`src/rtl/nox_pkg.sv`:
```
package nox_pkg;

  typedef logic [31:0] pc_t;
  typedef logic [31:0] instr_raw_t;
  typedef logic [31:0] rdata_t;
  typedef logic [4:0]  raddr_t;

  // RV32I major opcodes that the core recognizes
  typedef enum logic [6:0] {
    OPC_OP_IMM = 7'b0010011,
    OPC_LUI    = 7'b0110111,
    OPC_OP     = 7'b0110011,
    OPC_LOAD   = 7'b0000011,
    OPC_STORE  = 7'b0100011,
    OPC_BRANCH = 7'b1100011,
    OPC_JAL    = 7'b1101111
  } opcode_e;

  typedef enum logic [2:0] {
    ADD,
    SUB,
    AND,
    OR,
    XOR,
    PASS_B
  } alu_op_e;

  typedef enum logic [2:0] {
    ALU_REG,
    ALU_IMM,
    LOAD,
    STORE,
    BRANCH_EQ,
    BRANCH_NE,
    JAL,
    NOP
  } instr_kind_e;

  typedef enum logic {
    LSU_LOAD,
    LSU_STORE
  } lsu_op_e;

  typedef struct packed {
    instr_kind_e kind;
    alu_op_e     alu_op;
    raddr_t      rd;
    raddr_t      rs1;
    raddr_t      rs2;
    rdata_t      imm;
    pc_t         pc;
  } s_id_ex_t;

endpackage

```
`src/rtl/lsu_if.sv`:
```
`timescale 1ns/1ps

interface lsu_if
  import nox_pkg::*;
();
  // Request side, held by execute until done
  logic    req;
  lsu_op_e op;
  rdata_t  addr;
  rdata_t  wdata;

  // Completion side
  logic    done;
  rdata_t  rdata;

  modport exec (
    output req, op, addr, wdata,
    input  done, rdata
  );

  modport unit (
    input  req, op, addr, wdata,
    output done, rdata
  );
endinterface

```
`src/rtl/decode.sv`:
```
`timescale 1ns/1ps

module decode
  import nox_pkg::*;
(
  input                clk,
  input                reset_i,
  input                jump_i,
  input                fetch_valid_i,
  output logic         fetch_ready_o,
  input  instr_raw_t   fetch_instr_i,
  input  pc_t          fetch_pc_i,
  input                wb_we_i,
  input  raddr_t       wb_rd_i,
  input  rdata_t       wb_data_i,
  output s_id_ex_t     id_ex_o,
  output rdata_t       rs1_data_o,
  output rdata_t       rs2_data_o,
  output logic         id_valid_o,
  input                id_ready_i
);
  logic       valid_q;
  instr_raw_t instr_q;
  pc_t        pc_q;
  rdata_t     regs_q [32];
  rdata_t     imm_i, imm_s, imm_b, imm_u, imm_j;
  logic [2:0] funct3;

  assign fetch_ready_o = !valid_q || id_ready_i;
  assign id_valid_o    = valid_q;

  always_ff @(posedge clk) begin
    if (reset_i) begin
      valid_q <= 1'b0;
    end else if (jump_i) begin
      valid_q <= 1'b0;
    end else if (fetch_valid_i && fetch_ready_o) begin
      valid_q <= 1'b1;
    end else if (id_ready_i) begin
      valid_q <= 1'b0;
    end
  end

  always_ff @(posedge clk) begin
    if (fetch_valid_i && fetch_ready_o) begin
      instr_q <= fetch_instr_i;
      pc_q    <= fetch_pc_i;
    end
  end

  // Immediate formats
  assign funct3 = instr_q[14:12];
  assign imm_i  = {{20{instr_q[31]}}, instr_q[31:20]};
  assign imm_s  = {{20{instr_q[31]}}, instr_q[31:25], instr_q[11:7]};
  assign imm_b  = {{19{instr_q[31]}}, instr_q[31], instr_q[7], instr_q[30:25],
                   instr_q[11:8], 1'b0};
  assign imm_u  = {instr_q[31:12], 12'b0};
  assign imm_j  = {{11{instr_q[31]}}, instr_q[31], instr_q[19:12], instr_q[20],
                   instr_q[30:21], 1'b0};

  always_comb begin
    id_ex_o.kind   = NOP;
    id_ex_o.alu_op = ADD;
    id_ex_o.rd     = '0;
    id_ex_o.rs1    = instr_q[19:15];
    id_ex_o.rs2    = instr_q[24:20];
    id_ex_o.imm    = imm_i;
    id_ex_o.pc     = pc_q;
    case (instr_q[6:0])
      OPC_OP_IMM: begin
        if (funct3 == 3'b000) begin
          id_ex_o.kind = ALU_IMM;
          id_ex_o.rd   = instr_q[11:7];
        end
      end
      OPC_LUI: begin
        id_ex_o.kind   = ALU_IMM;
        id_ex_o.alu_op = PASS_B;
        id_ex_o.rd     = instr_q[11:7];
        id_ex_o.imm    = imm_u;
      end
      OPC_OP: begin
        id_ex_o.kind = ALU_REG;
        id_ex_o.rd   = instr_q[11:7];
        case (funct3)
          3'b000:  id_ex_o.alu_op = instr_q[30] ? SUB : ADD;
          3'b100:  id_ex_o.alu_op = XOR;
          3'b110:  id_ex_o.alu_op = OR;
          3'b111:  id_ex_o.alu_op = AND;
          default: begin
            id_ex_o.kind = NOP;
            id_ex_o.rd   = '0;
          end
        endcase
      end
      OPC_LOAD: begin
        if (funct3 == 3'b010) begin
          id_ex_o.kind = LOAD;
          id_ex_o.rd   = instr_q[11:7];
        end
      end
      OPC_STORE: begin
        id_ex_o.imm = imm_s;
        if (funct3 == 3'b010) begin
          id_ex_o.kind = STORE;
        end
      end
      OPC_BRANCH: begin
        id_ex_o.imm = imm_b;
        if (funct3 == 3'b000) begin
          id_ex_o.kind = BRANCH_EQ;
        end else if (funct3 == 3'b001) begin
          id_ex_o.kind = BRANCH_NE;
        end
      end
      OPC_JAL: begin
        id_ex_o.kind = JAL;
        id_ex_o.rd   = instr_q[11:7];
        id_ex_o.imm  = imm_j;
      end
      default: ;
    endcase
  end

  // Register file, x0 is never written
  always_ff @(posedge clk) begin
    if (wb_we_i && (wb_rd_i != '0)) begin
      regs_q[wb_rd_i] <= wb_data_i;
    end
  end

  // Operand read with bypass of the write port
  always_comb begin
    if (id_ex_o.rs1 == '0) begin
      rs1_data_o = '0;
    end else if (wb_we_i && (wb_rd_i == id_ex_o.rs1)) begin
      rs1_data_o = wb_data_i;
    end else begin
      rs1_data_o = regs_q[id_ex_o.rs1];
    end
    if (id_ex_o.rs2 == '0) begin
      rs2_data_o = '0;
    end else if (wb_we_i && (wb_rd_i == id_ex_o.rs2)) begin
      rs2_data_o = wb_data_i;
    end else begin
      rs2_data_o = regs_q[id_ex_o.rs2];
    end
  end
endmodule

```
`src/rtl/execute.sv`:
```
`timescale 1ns/1ps

module execute
  import nox_pkg::*;
(
  input                clk,
  input                reset_i,
  input  s_id_ex_t     id_ex_i,
  input  rdata_t       rs1_data_i,
  input  rdata_t       rs2_data_i,
  input                id_valid_i,
  output logic         id_ready_o,
  output logic         wb_we_o,
  output raddr_t       wb_rd_o,
  output rdata_t       wb_data_o,
  output logic         fetch_req_o,
  output pc_t          fetch_addr_o,
  lsu_if.exec          lsu_io
);
  typedef enum logic {
    IDLE,
    WAIT_LSU
  } ex_state_e;

  ex_state_e state_q;
  logic      valid_q;
  s_id_ex_t  instr_q;
  rdata_t    rs1_q, rs2_q;
  rdata_t    op_b, alu_res;
  logic      accept, writes_rd, taken;

  // Nothing from decode is taken while a redirect is going out
  assign id_ready_o = ((state_q == IDLE) || lsu_io.done) && !fetch_req_o;
  assign accept     = id_valid_i && id_ready_o;

  always_ff @(posedge clk) begin
    if (reset_i) begin
      state_q <= IDLE;
      valid_q <= 1'b0;
    end else if (accept) begin
      valid_q <= 1'b1;
      if ((id_ex_i.kind == LOAD) || (id_ex_i.kind == STORE)) begin
        state_q <= WAIT_LSU;
      end else begin
        state_q <= IDLE;
      end
    end else if ((state_q == IDLE) || lsu_io.done) begin
      valid_q <= 1'b0;
      state_q <= IDLE;
    end
  end

  always_ff @(posedge clk) begin
    if (accept) begin
      instr_q <= id_ex_i;
      rs1_q   <= rs1_data_i;
      rs2_q   <= rs2_data_i;
    end
  end

  // ALU
  always_comb begin
    op_b = (instr_q.kind == ALU_REG) ? rs2_q : instr_q.imm;
    case (instr_q.alu_op)
      ADD:     alu_res = rs1_q + op_b;
      SUB:     alu_res = rs1_q - op_b;
      AND:     alu_res = rs1_q & op_b;
      OR:      alu_res = rs1_q | op_b;
      XOR:     alu_res = rs1_q ^ op_b;
      default: alu_res = op_b;
    endcase
  end

  assign writes_rd = (instr_q.kind == ALU_REG) || (instr_q.kind == ALU_IMM) ||
                     (instr_q.kind == JAL);
  assign taken = (instr_q.kind == JAL) ||
                 ((instr_q.kind == BRANCH_EQ) && (rs1_q == rs2_q)) ||
                 ((instr_q.kind == BRANCH_NE) && (rs1_q != rs2_q));

  // Write-back: single cycle ops in IDLE, loads when the LSU finishes
  assign wb_we_o = ((state_q == IDLE) && valid_q && writes_rd) ||
                   ((state_q == WAIT_LSU) && lsu_io.done && (instr_q.kind == LOAD));
  assign wb_rd_o = instr_q.rd;

  always_comb begin
    if (state_q == WAIT_LSU) begin
      wb_data_o = lsu_io.rdata;
    end else if (instr_q.kind == JAL) begin
      wb_data_o = instr_q.pc + 32'd4;
    end else begin
      wb_data_o = alu_res;
    end
  end

  assign fetch_req_o  = (state_q == IDLE) && valid_q && taken;
  assign fetch_addr_o = instr_q.pc + instr_q.imm;

  // LSU request stays up until done
  assign lsu_io.req   = (state_q == WAIT_LSU);
  assign lsu_io.op    = (instr_q.kind == STORE) ? LSU_STORE : LSU_LOAD;
  assign lsu_io.addr  = rs1_q + instr_q.imm;
  assign lsu_io.wdata = rs2_q;
endmodule

```
`src/rtl/fetch.sv`:
```
`timescale 1ns/1ps

module fetch
  import nox_pkg::*;
#(
  parameter int L0_BUFFER_SIZE = 2
)(
  input                clk,
  input                reset_i,
  input                fetch_start_i,
  input  pc_t          fetch_start_addr_i,
  input                fetch_req_i,
  input  pc_t          fetch_addr_i,
  output logic         instr_req_o,
  output pc_t          instr_addr_o,
  input                instr_ready_i,
  input                instr_rvalid_i,
  input  instr_raw_t   instr_rdata_i,
  output logic         fetch_valid_o,
  input                fetch_ready_i,
  output instr_raw_t   fetch_instr_o,
  output pc_t          fetch_pc_o
);
  localparam int PTR_W = (L0_BUFFER_SIZE > 1) ? $clog2(L0_BUFFER_SIZE) : 1;
  localparam int CNT_W = $clog2(L0_BUFFER_SIZE + 1);

  instr_raw_t       buf_instr [L0_BUFFER_SIZE];
  pc_t              buf_pc    [L0_BUFFER_SIZE];
  logic [PTR_W-1:0] wr_ptr_q, rd_ptr_q;
  logic [CNT_W-1:0] count_q;
  logic             started_q, req_q, inflight_q, discard_q;
  pc_t              pc_q, addr_q;
  logic             push, pop, issue, outstanding_next;

  assign instr_req_o   = req_q;
  assign instr_addr_o  = addr_q;
  assign fetch_valid_o = (count_q != '0);
  assign fetch_instr_o = buf_instr[rd_ptr_q];
  assign fetch_pc_o    = buf_pc[rd_ptr_q];

  assign push = inflight_q && instr_rvalid_i && !discard_q;
  assign pop  = fetch_valid_o && fetch_ready_i;

  // Room is counted with the response still in flight
  assign issue = started_q && !req_q && (!inflight_q || instr_rvalid_i) &&
                 ((int'(count_q) + int'(inflight_q)) < L0_BUFFER_SIZE);

  // A request still on the bus after this edge has to be thrown away
  assign outstanding_next = req_q || (inflight_q && !instr_rvalid_i);

  always_ff @(posedge clk) begin
    if (reset_i) begin
      started_q  <= 1'b0;
      req_q      <= 1'b0;
      inflight_q <= 1'b0;
      discard_q  <= 1'b0;
      count_q    <= '0;
      wr_ptr_q   <= '0;
      rd_ptr_q   <= '0;
      pc_q       <= '0;
      addr_q     <= '0;
    end else begin
      if (fetch_start_i && !started_q) begin
        started_q <= 1'b1;
        req_q     <= 1'b1;
        addr_q    <= fetch_start_addr_i;
        pc_q      <= fetch_start_addr_i + 32'd4;
      end
      if (req_q && instr_ready_i) begin
        req_q      <= 1'b0;
        inflight_q <= 1'b1;
      end
      if (inflight_q && instr_rvalid_i) begin
        inflight_q <= 1'b0;
        discard_q  <= 1'b0;
      end
      if (fetch_req_i) begin
        count_q  <= '0;
        wr_ptr_q <= '0;
        rd_ptr_q <= '0;
        if (outstanding_next) begin
          discard_q <= 1'b1;
          pc_q      <= fetch_addr_i;
        end else begin
          req_q  <= 1'b1;
          addr_q <= fetch_addr_i;
          pc_q   <= fetch_addr_i + 32'd4;
        end
      end else begin
        if (push) begin
          wr_ptr_q <= (wr_ptr_q == PTR_W'(L0_BUFFER_SIZE - 1)) ? '0 : wr_ptr_q + 1'b1;
        end
        if (pop) begin
          rd_ptr_q <= (rd_ptr_q == PTR_W'(L0_BUFFER_SIZE - 1)) ? '0 : rd_ptr_q + 1'b1;
        end
        count_q <= count_q + CNT_W'(push) - CNT_W'(pop);
        if (issue) begin
          req_q  <= 1'b1;
          addr_q <= pc_q;
          pc_q   <= pc_q + 32'd4;
        end
      end
    end
  end

  // addr_q still holds the address of the returning word here
  always_ff @(posedge clk) begin
    if (push) begin
      buf_instr[wr_ptr_q] <= instr_rdata_i;
      buf_pc[wr_ptr_q]    <= addr_q;
    end
  end
endmodule

```
`src/rtl/lsu.sv`:
```
`timescale 1ns/1ps

module lsu
  import nox_pkg::*;
(
  input                clk,
  input                reset_i,
  lsu_if.unit          lsu_io,
  output logic         data_req_o,
  output logic         data_we_o,
  output rdata_t       data_addr_o,
  output rdata_t       data_wdata_o,
  input                data_ready_i,
  input                data_rvalid_i,
  input  rdata_t       data_rdata_i
);
  typedef enum logic [1:0] {
    IDLE,
    ADDR,
    WAIT_DATA
  } lsu_state_e;

  lsu_state_e state_q;
  logic       done_q;
  rdata_t     rdata_q;

  assign data_req_o   = (state_q == ADDR);
  assign data_we_o    = (state_q == ADDR) && (lsu_io.op == LSU_STORE);
  assign data_addr_o  = lsu_io.addr;
  assign data_wdata_o = lsu_io.wdata;

  assign lsu_io.done  = done_q;
  assign lsu_io.rdata = rdata_q;

  always_ff @(posedge clk) begin
    if (reset_i) begin
      state_q <= IDLE;
      done_q  <= 1'b0;
    end else begin
      done_q <= 1'b0;
      case (state_q)
        // req is still high in the done cycle, so skip it then
        IDLE: begin
          if (lsu_io.req && !done_q) begin
            state_q <= ADDR;
          end
        end
        ADDR: begin
          if (data_ready_i) begin
            if (lsu_io.op == LSU_STORE) begin
              done_q  <= 1'b1;
              state_q <= IDLE;
            end else begin
              state_q <= WAIT_DATA;
            end
          end
        end
        WAIT_DATA: begin
          if (data_rvalid_i) begin
            done_q  <= 1'b1;
            state_q <= IDLE;
          end
        end
        default: state_q <= IDLE;
      endcase
    end
  end

  always_ff @(posedge clk) begin
    if ((state_q == WAIT_DATA) && data_rvalid_i) begin
      rdata_q <= data_rdata_i;
    end
  end
endmodule

```
`src/rtl/nox.sv`:
```
`timescale 1ns/1ps

module nox
  import nox_pkg::*;
#(
  parameter int L0_BUFFER_SIZE = 2
)(
  input                clk,
  input                reset_i,
  // Boot control
  input                start_fetch_i,
  input  pc_t          start_addr_i,
  // Instruction port
  output logic         instr_req_o,
  output pc_t          instr_addr_o,
  input                instr_ready_i,
  input                instr_rvalid_i,
  input  instr_raw_t   instr_rdata_i,
  // Data port
  output logic         data_req_o,
  output logic         data_we_o,
  output rdata_t       data_addr_o,
  output rdata_t       data_wdata_o,
  input                data_ready_i,
  input                data_rvalid_i,
  input  rdata_t       data_rdata_i
);
  logic       fetch_valid;
  logic       fetch_ready;
  instr_raw_t fetch_instr;
  pc_t        fetch_pc;
  s_id_ex_t   id_ex;
  rdata_t     rs1_data;
  rdata_t     rs2_data;
  logic       id_valid;
  logic       id_ready;
  logic       wb_we;
  raddr_t     wb_rd;
  rdata_t     wb_data;
  logic       fetch_req;
  pc_t        fetch_addr;

  lsu_if u_lsu_if ();

  fetch #(
    .L0_BUFFER_SIZE     (L0_BUFFER_SIZE)
  ) u_fetch (
    .clk                (clk),
    .reset_i            (reset_i),
    .fetch_start_i      (start_fetch_i),
    .fetch_start_addr_i (start_addr_i),
    // Redirect from execute
    .fetch_req_i        (fetch_req),
    .fetch_addr_i       (fetch_addr),
    .instr_req_o        (instr_req_o),
    .instr_addr_o       (instr_addr_o),
    .instr_ready_i      (instr_ready_i),
    .instr_rvalid_i     (instr_rvalid_i),
    .instr_rdata_i      (instr_rdata_i),
    .fetch_valid_o      (fetch_valid),
    .fetch_ready_i      (fetch_ready),
    .fetch_instr_o      (fetch_instr),
    .fetch_pc_o         (fetch_pc)
  );

  decode u_decode (
    .clk                (clk),
    .reset_i            (reset_i),
    .jump_i             (fetch_req),
    .fetch_valid_i      (fetch_valid),
    .fetch_ready_o      (fetch_ready),
    .fetch_instr_i      (fetch_instr),
    .fetch_pc_i         (fetch_pc),
    .wb_we_i            (wb_we),
    .wb_rd_i            (wb_rd),
    .wb_data_i          (wb_data),
    .id_ex_o            (id_ex),
    .rs1_data_o         (rs1_data),
    .rs2_data_o         (rs2_data),
    .id_valid_o         (id_valid),
    .id_ready_i         (id_ready)
  );

  execute u_execute (
    .clk                (clk),
    .reset_i            (reset_i),
    .id_ex_i            (id_ex),
    .rs1_data_i         (rs1_data),
    .rs2_data_i         (rs2_data),
    .id_valid_i         (id_valid),
    .id_ready_o         (id_ready),
    .wb_we_o            (wb_we),
    .wb_rd_o            (wb_rd),
    .wb_data_o          (wb_data),
    .fetch_req_o        (fetch_req),
    .fetch_addr_o       (fetch_addr),
    .lsu_io             (u_lsu_if.exec)
  );

  lsu u_lsu (
    .clk                (clk),
    .reset_i            (reset_i),
    .lsu_io             (u_lsu_if.unit),
    .data_req_o         (data_req_o),
    .data_we_o          (data_we_o),
    .data_addr_o        (data_addr_o),
    .data_wdata_o       (data_wdata_o),
    .data_ready_i       (data_ready_i),
    .data_rvalid_i      (data_rvalid_i),
    .data_rdata_i       (data_rdata_i)
  );
endmodule

```
`config.mk`:
```
export PLATFORM = sky130hd
export DESIGN_NAME = nox
export DESIGN_NICKNAME = d
export VERILOG_FILES = /design/src/rtl/nox_pkg.sv /design/src/rtl/lsu_if.sv /design/src/rtl/decode.sv /design/src/rtl/execute.sv /design/src/rtl/fetch.sv /design/src/rtl/lsu.sv /design/src/rtl/nox.sv
export SDC_FILE = /design/constraint.sdc
export NUM_CORES = 2
export LEC_CHECK = 0
export ABC_AREA = 1
export BUFFER_PORTS_ARGS = -buffer_cell sky130_fd_sc_hd__buf_4
export CAP_MARGIN = 20
export CORE_ASPECT_RATIO = 1.2
export CORE_MARGIN = 2
export CORE_UTILIZATION = 45
export CTS_BUF_LIST = sky130_fd_sc_hd__clkbuf_8
export DETAILED_ROUTE_END_ITERATION = 10
export GPL_ROUTABILITY_DRIVEN = 1
export SETUP_SLACK_MARGIN = 0.4
export SLEW_MARGIN = 10
export SYNTH_ARGS = -nofsm -noshare
export SYNTH_HDL_FRONTEND = slang
export SYNTH_SLANG_ARGS = --single-unit
```
`constraint.sdc`:
```
create_clock -name clk -period 9.5 [get_ports clk]
set_clock_uncertainty 0.2 [all_clocks]
set_input_delay 1.425 -clock clk [delete_from_list [all_inputs] [get_ports clk]]
set_output_delay 1.425 -clock clk [all_outputs]
set_load 0.02 [all_outputs]
```
==> results.cfg <==
[yosys]
ys_warn_count = 0
yosys-top-cells-area = edfxtp_1 (53%), o21ai_0 (10%), nand2_1 (5.3%), a21oi_1 (5.3%), nor2_1 (3.9%)
syn_area_sq_um = 78570
synth_top_cell_by_area = edfxtp_1
yosysUniqueCellTypes = 66
synth_edf_count = 1387
ys_seq_elements = 1465
syn_inst = 8561
synth_area_per_cell_sq_um = 9.178
yosysTopAreaCellShare = 0.5301
ys_async_sr_fraction = 0
synth_ff_type = edfxtp_1
ys_seq_area_frac = 0.5500

[pwr]
p_leak_nw = 32.06
pwr_density_cell_nw_per_um2 = 330.9
vdd_drop_max_v = 0.0002576

[global_route]
grt.overflow.total = 0
met3_usage = 0.06323
grt_pass1_wl_um = 447200
grt_max_degree = 175
antenna_found_initial = 4
first_global_vias = 65090
busiest_layer = met2
grtUsageMet2 = 0.5231
gr-usage-all-layers = 0.3454
grt.met1_usage = 0.4555

[final_layout]
areaGrowthSynthToFinish_pct = 10.69
fin_nets = 8885
drive_above_1_share = 0.09245

[setup_path]
path_class = reg2reg
path_max_fanout = 64
slowest_delay_ns = 0.65
cp_slowest_cell = inv_1
cp-end-kind = flip-flop
worstPathArrival_ns = 7.03
required_ns = 9.86
worst_setup_path_start_kind = flip-flop
cp_common_cell = nand2_1

[clocking]
cts_tree = done
cts.sinks = 1465
cts_buffers = 232
clk_pin_slew_worst_paths_ns = 0.07
clkLatencyLatePin_ns = 1.05
cts_resized = 0
htree_num_levels = 4
holdBufCountCts = 0
root_buffer = clkbuf_8
clk_path_buf_depth = 3
cts_setup_buffers = 0

[placement]
preCtsSetupSlack_ns = 2.957
port_buffers = 201
place.gp.congestion = 0.9834
dp_hpwl_um = 196500

[route]
vias_per_cell = 6.278
first_pass_iters = 10
ant_nets = 0
routed_wl_um = 316200
vias = 69690
drtIter0Drc = 9893
drc = 0
wl_per_cell_um = 28.48

[die]
pin_count = 202
die_height_um = 461.7
design.core.area_sq_um = 174000
dieArea_sq_um = 178000
die-width_um = 385.4
initial_utilization = 0.4514
row_count = 168

[sta]
relSlewSlack = 0.1269
tightest_slew_ns = 1.301
finalSetupTns_ns = 0
setup_viol = 0
rsz0062_at_grt = no
slew_viol_final = 0
min_period_ns = 6.670
fin_ws_ns = 2.830
finalHoldViolations = 0
timing.final.crit_share = 0.7021
fmax_mhz = 149.9

[run]
drv_cap = 0

[status]
status = finished, final reports clean

[worst_hold_path]
hp-class = reg2reg
-- power by group --
group,switching [W],internal (W)
clock network,0.00272,0.00259
logic,0.0105,0.00370
registers,0.000680,0.00860
-- synth_stat cells, drive strengths merged, types with 35 or more instances --
master	count
a21oi	828
buf	70
clkbuf	477
dfxtp	78
edfxtp	1387
ha	164
inv	766
nand2	1127
nand3	269
nand4	62
nor2	850
nor3	56
o211ai	101
o21ai	1685
o221ai	217
o22ai	59
o31ai	52
xnor2	35
xor2	73
-- critical path, delay by kind of cell, from the launching register on --
kind,cells,cell delay [ns]
AO/OA/AOI/OAI,5,1.24
buffers and inverters,3,0.79
AND/OR/NAND/NOR,19,3.00
flip-flops,1,0.47
adder cells (fa/ha/maj),1,0.38
-- per-stage QoR --
stage | area (sq um) | utilization | hold WS (ns) | power (W) | cells
floorplan | 78690 | - | 0.2003 | 0.01757 | 8592
global placement | 82430 | 0.4736 | 0.2024 | 0.02293 | 10670
detailed placement | 82480 | 0.4739 | 0.2054 | 0.02309 | 10680
CTS | 86960 | 0.4996 | 0.2038 | 0.02837 | 11100
global route | 86970 | 0.4997 | 0.2189 | 0.03004 | 11100
finish | 86970 | 0.4997 | 0.2155 | 0.02877 | 11100
-- cell type report --
type	count	area (sq um)
Sequential cell	1465	43210
Fill cell	16180	87080
Tap cell	2295	2872
Multi-Input combinational cell	5804	30750
Clock buffer	235	3234
Inverter	776	2952
Antenna cell	1	2.502
Timing Repair Buffer	336	2700
Clock inverter	189	1241
-- final timing paths --
kind,start,endpoint,slack [ns],depth (start not counted)
hold reg to reg,u_decode.pc_q[11]$_DFFE_PP_,u_execute.instr_q[11]$_DFFE_PP_,0.22,0
setup / recovery,u_execute.instr_q[82]$_DFFE_PP_,u_decode.regs_q[12][27]$_DFFE_PP_,2.83,28
hold / removal,u_decode.pc_q[11]$_DFFE_PP_,u_execute.instr_q[11]$_DFFE_PP_,0.22,0
setup reg to reg,u_execute.instr_q[82]$_DFFE_PP_,u_decode.regs_q[12][27]$_DFFE_PP_,2.83,28
-- routing by layer --
| metal | wire, um | vias to the layer above |
|---|---|---|
| li1 | - | 30670 |
| met4 | 23070 | 4 |
| met2 | 138600 | 4503 |
| met1 | 121000 | 33550 |
| met3 | 33520 | 957 |
| met5 | 31 | - |
-- flip-flops by register name, summed over array words and instances (netlist names), 2 cells and up --
signal	flops
u_execute.lsu_io.wdata	32
u_execute.rs1_q	32
u_fetch.count_q	2
u_lsu.state_q	2
u_decode.regs_q	1024
u_decode.instr_q	32
u_execute.wb_rd_o	5
u_fetch.buf_instr	64
u_fetch.buf_pc	64
u_fetch.instr_addr_o	32
u_lsu.lsu_io.rdata	32
u_decode.pc_q	32
u_execute.instr_q	70
u_fetch.pc_q	32
-- logic make-up (layout without fill, tap and decap cells) --
group	after synthesis	after routing	synth area share
AOI/OAI and AO/OA	3085	3085	0.2191
and+or+nand+nor	2409	2409	0.1270
DFF	1465	1465	0.5500
buffers and inverters	1323	1536	0.06440
adders and majority gates	167	167	0.02688
xor gates and xnor gates	108	108	0.01223
muxes	3	3	0.0003822
other	1	33	0.00004773
-- cell usage in the layout (no fill, tap or decap), types with 9 or more instances in the layout --
master        n
a211oi_1     32
a21oi_1     825
a31oi_1      32
buf_12       13
buf_4       321
bufinv_16     9
clkbuf_8    235
clkinv_1     57
clkinv_2     40
conb_1       32
dfxtp_1      77
edfxtp_1   1387
ha_1        164
inv_1       820
inv_2        13
nand2_1    1114
nand2_2      12
nand3_1     266
nand3b_1     10
nand4_1      61
nor2_1      789
nor2_2       15
nor2_4       46
nor3_1       44
nor3_2       10
nor4_1       13
o2111ai_1    12
o211ai_1    101
o21a_1       15
o21ai_0    1634
o21ai_1      28
o21ai_2      20
o21bai_1     11
o221ai_1    217
o22ai_1      59
o31ai_1      45
or2_2        21
xnor2_1      35
xor2_1       71
(Power assumes the default switching activity.)
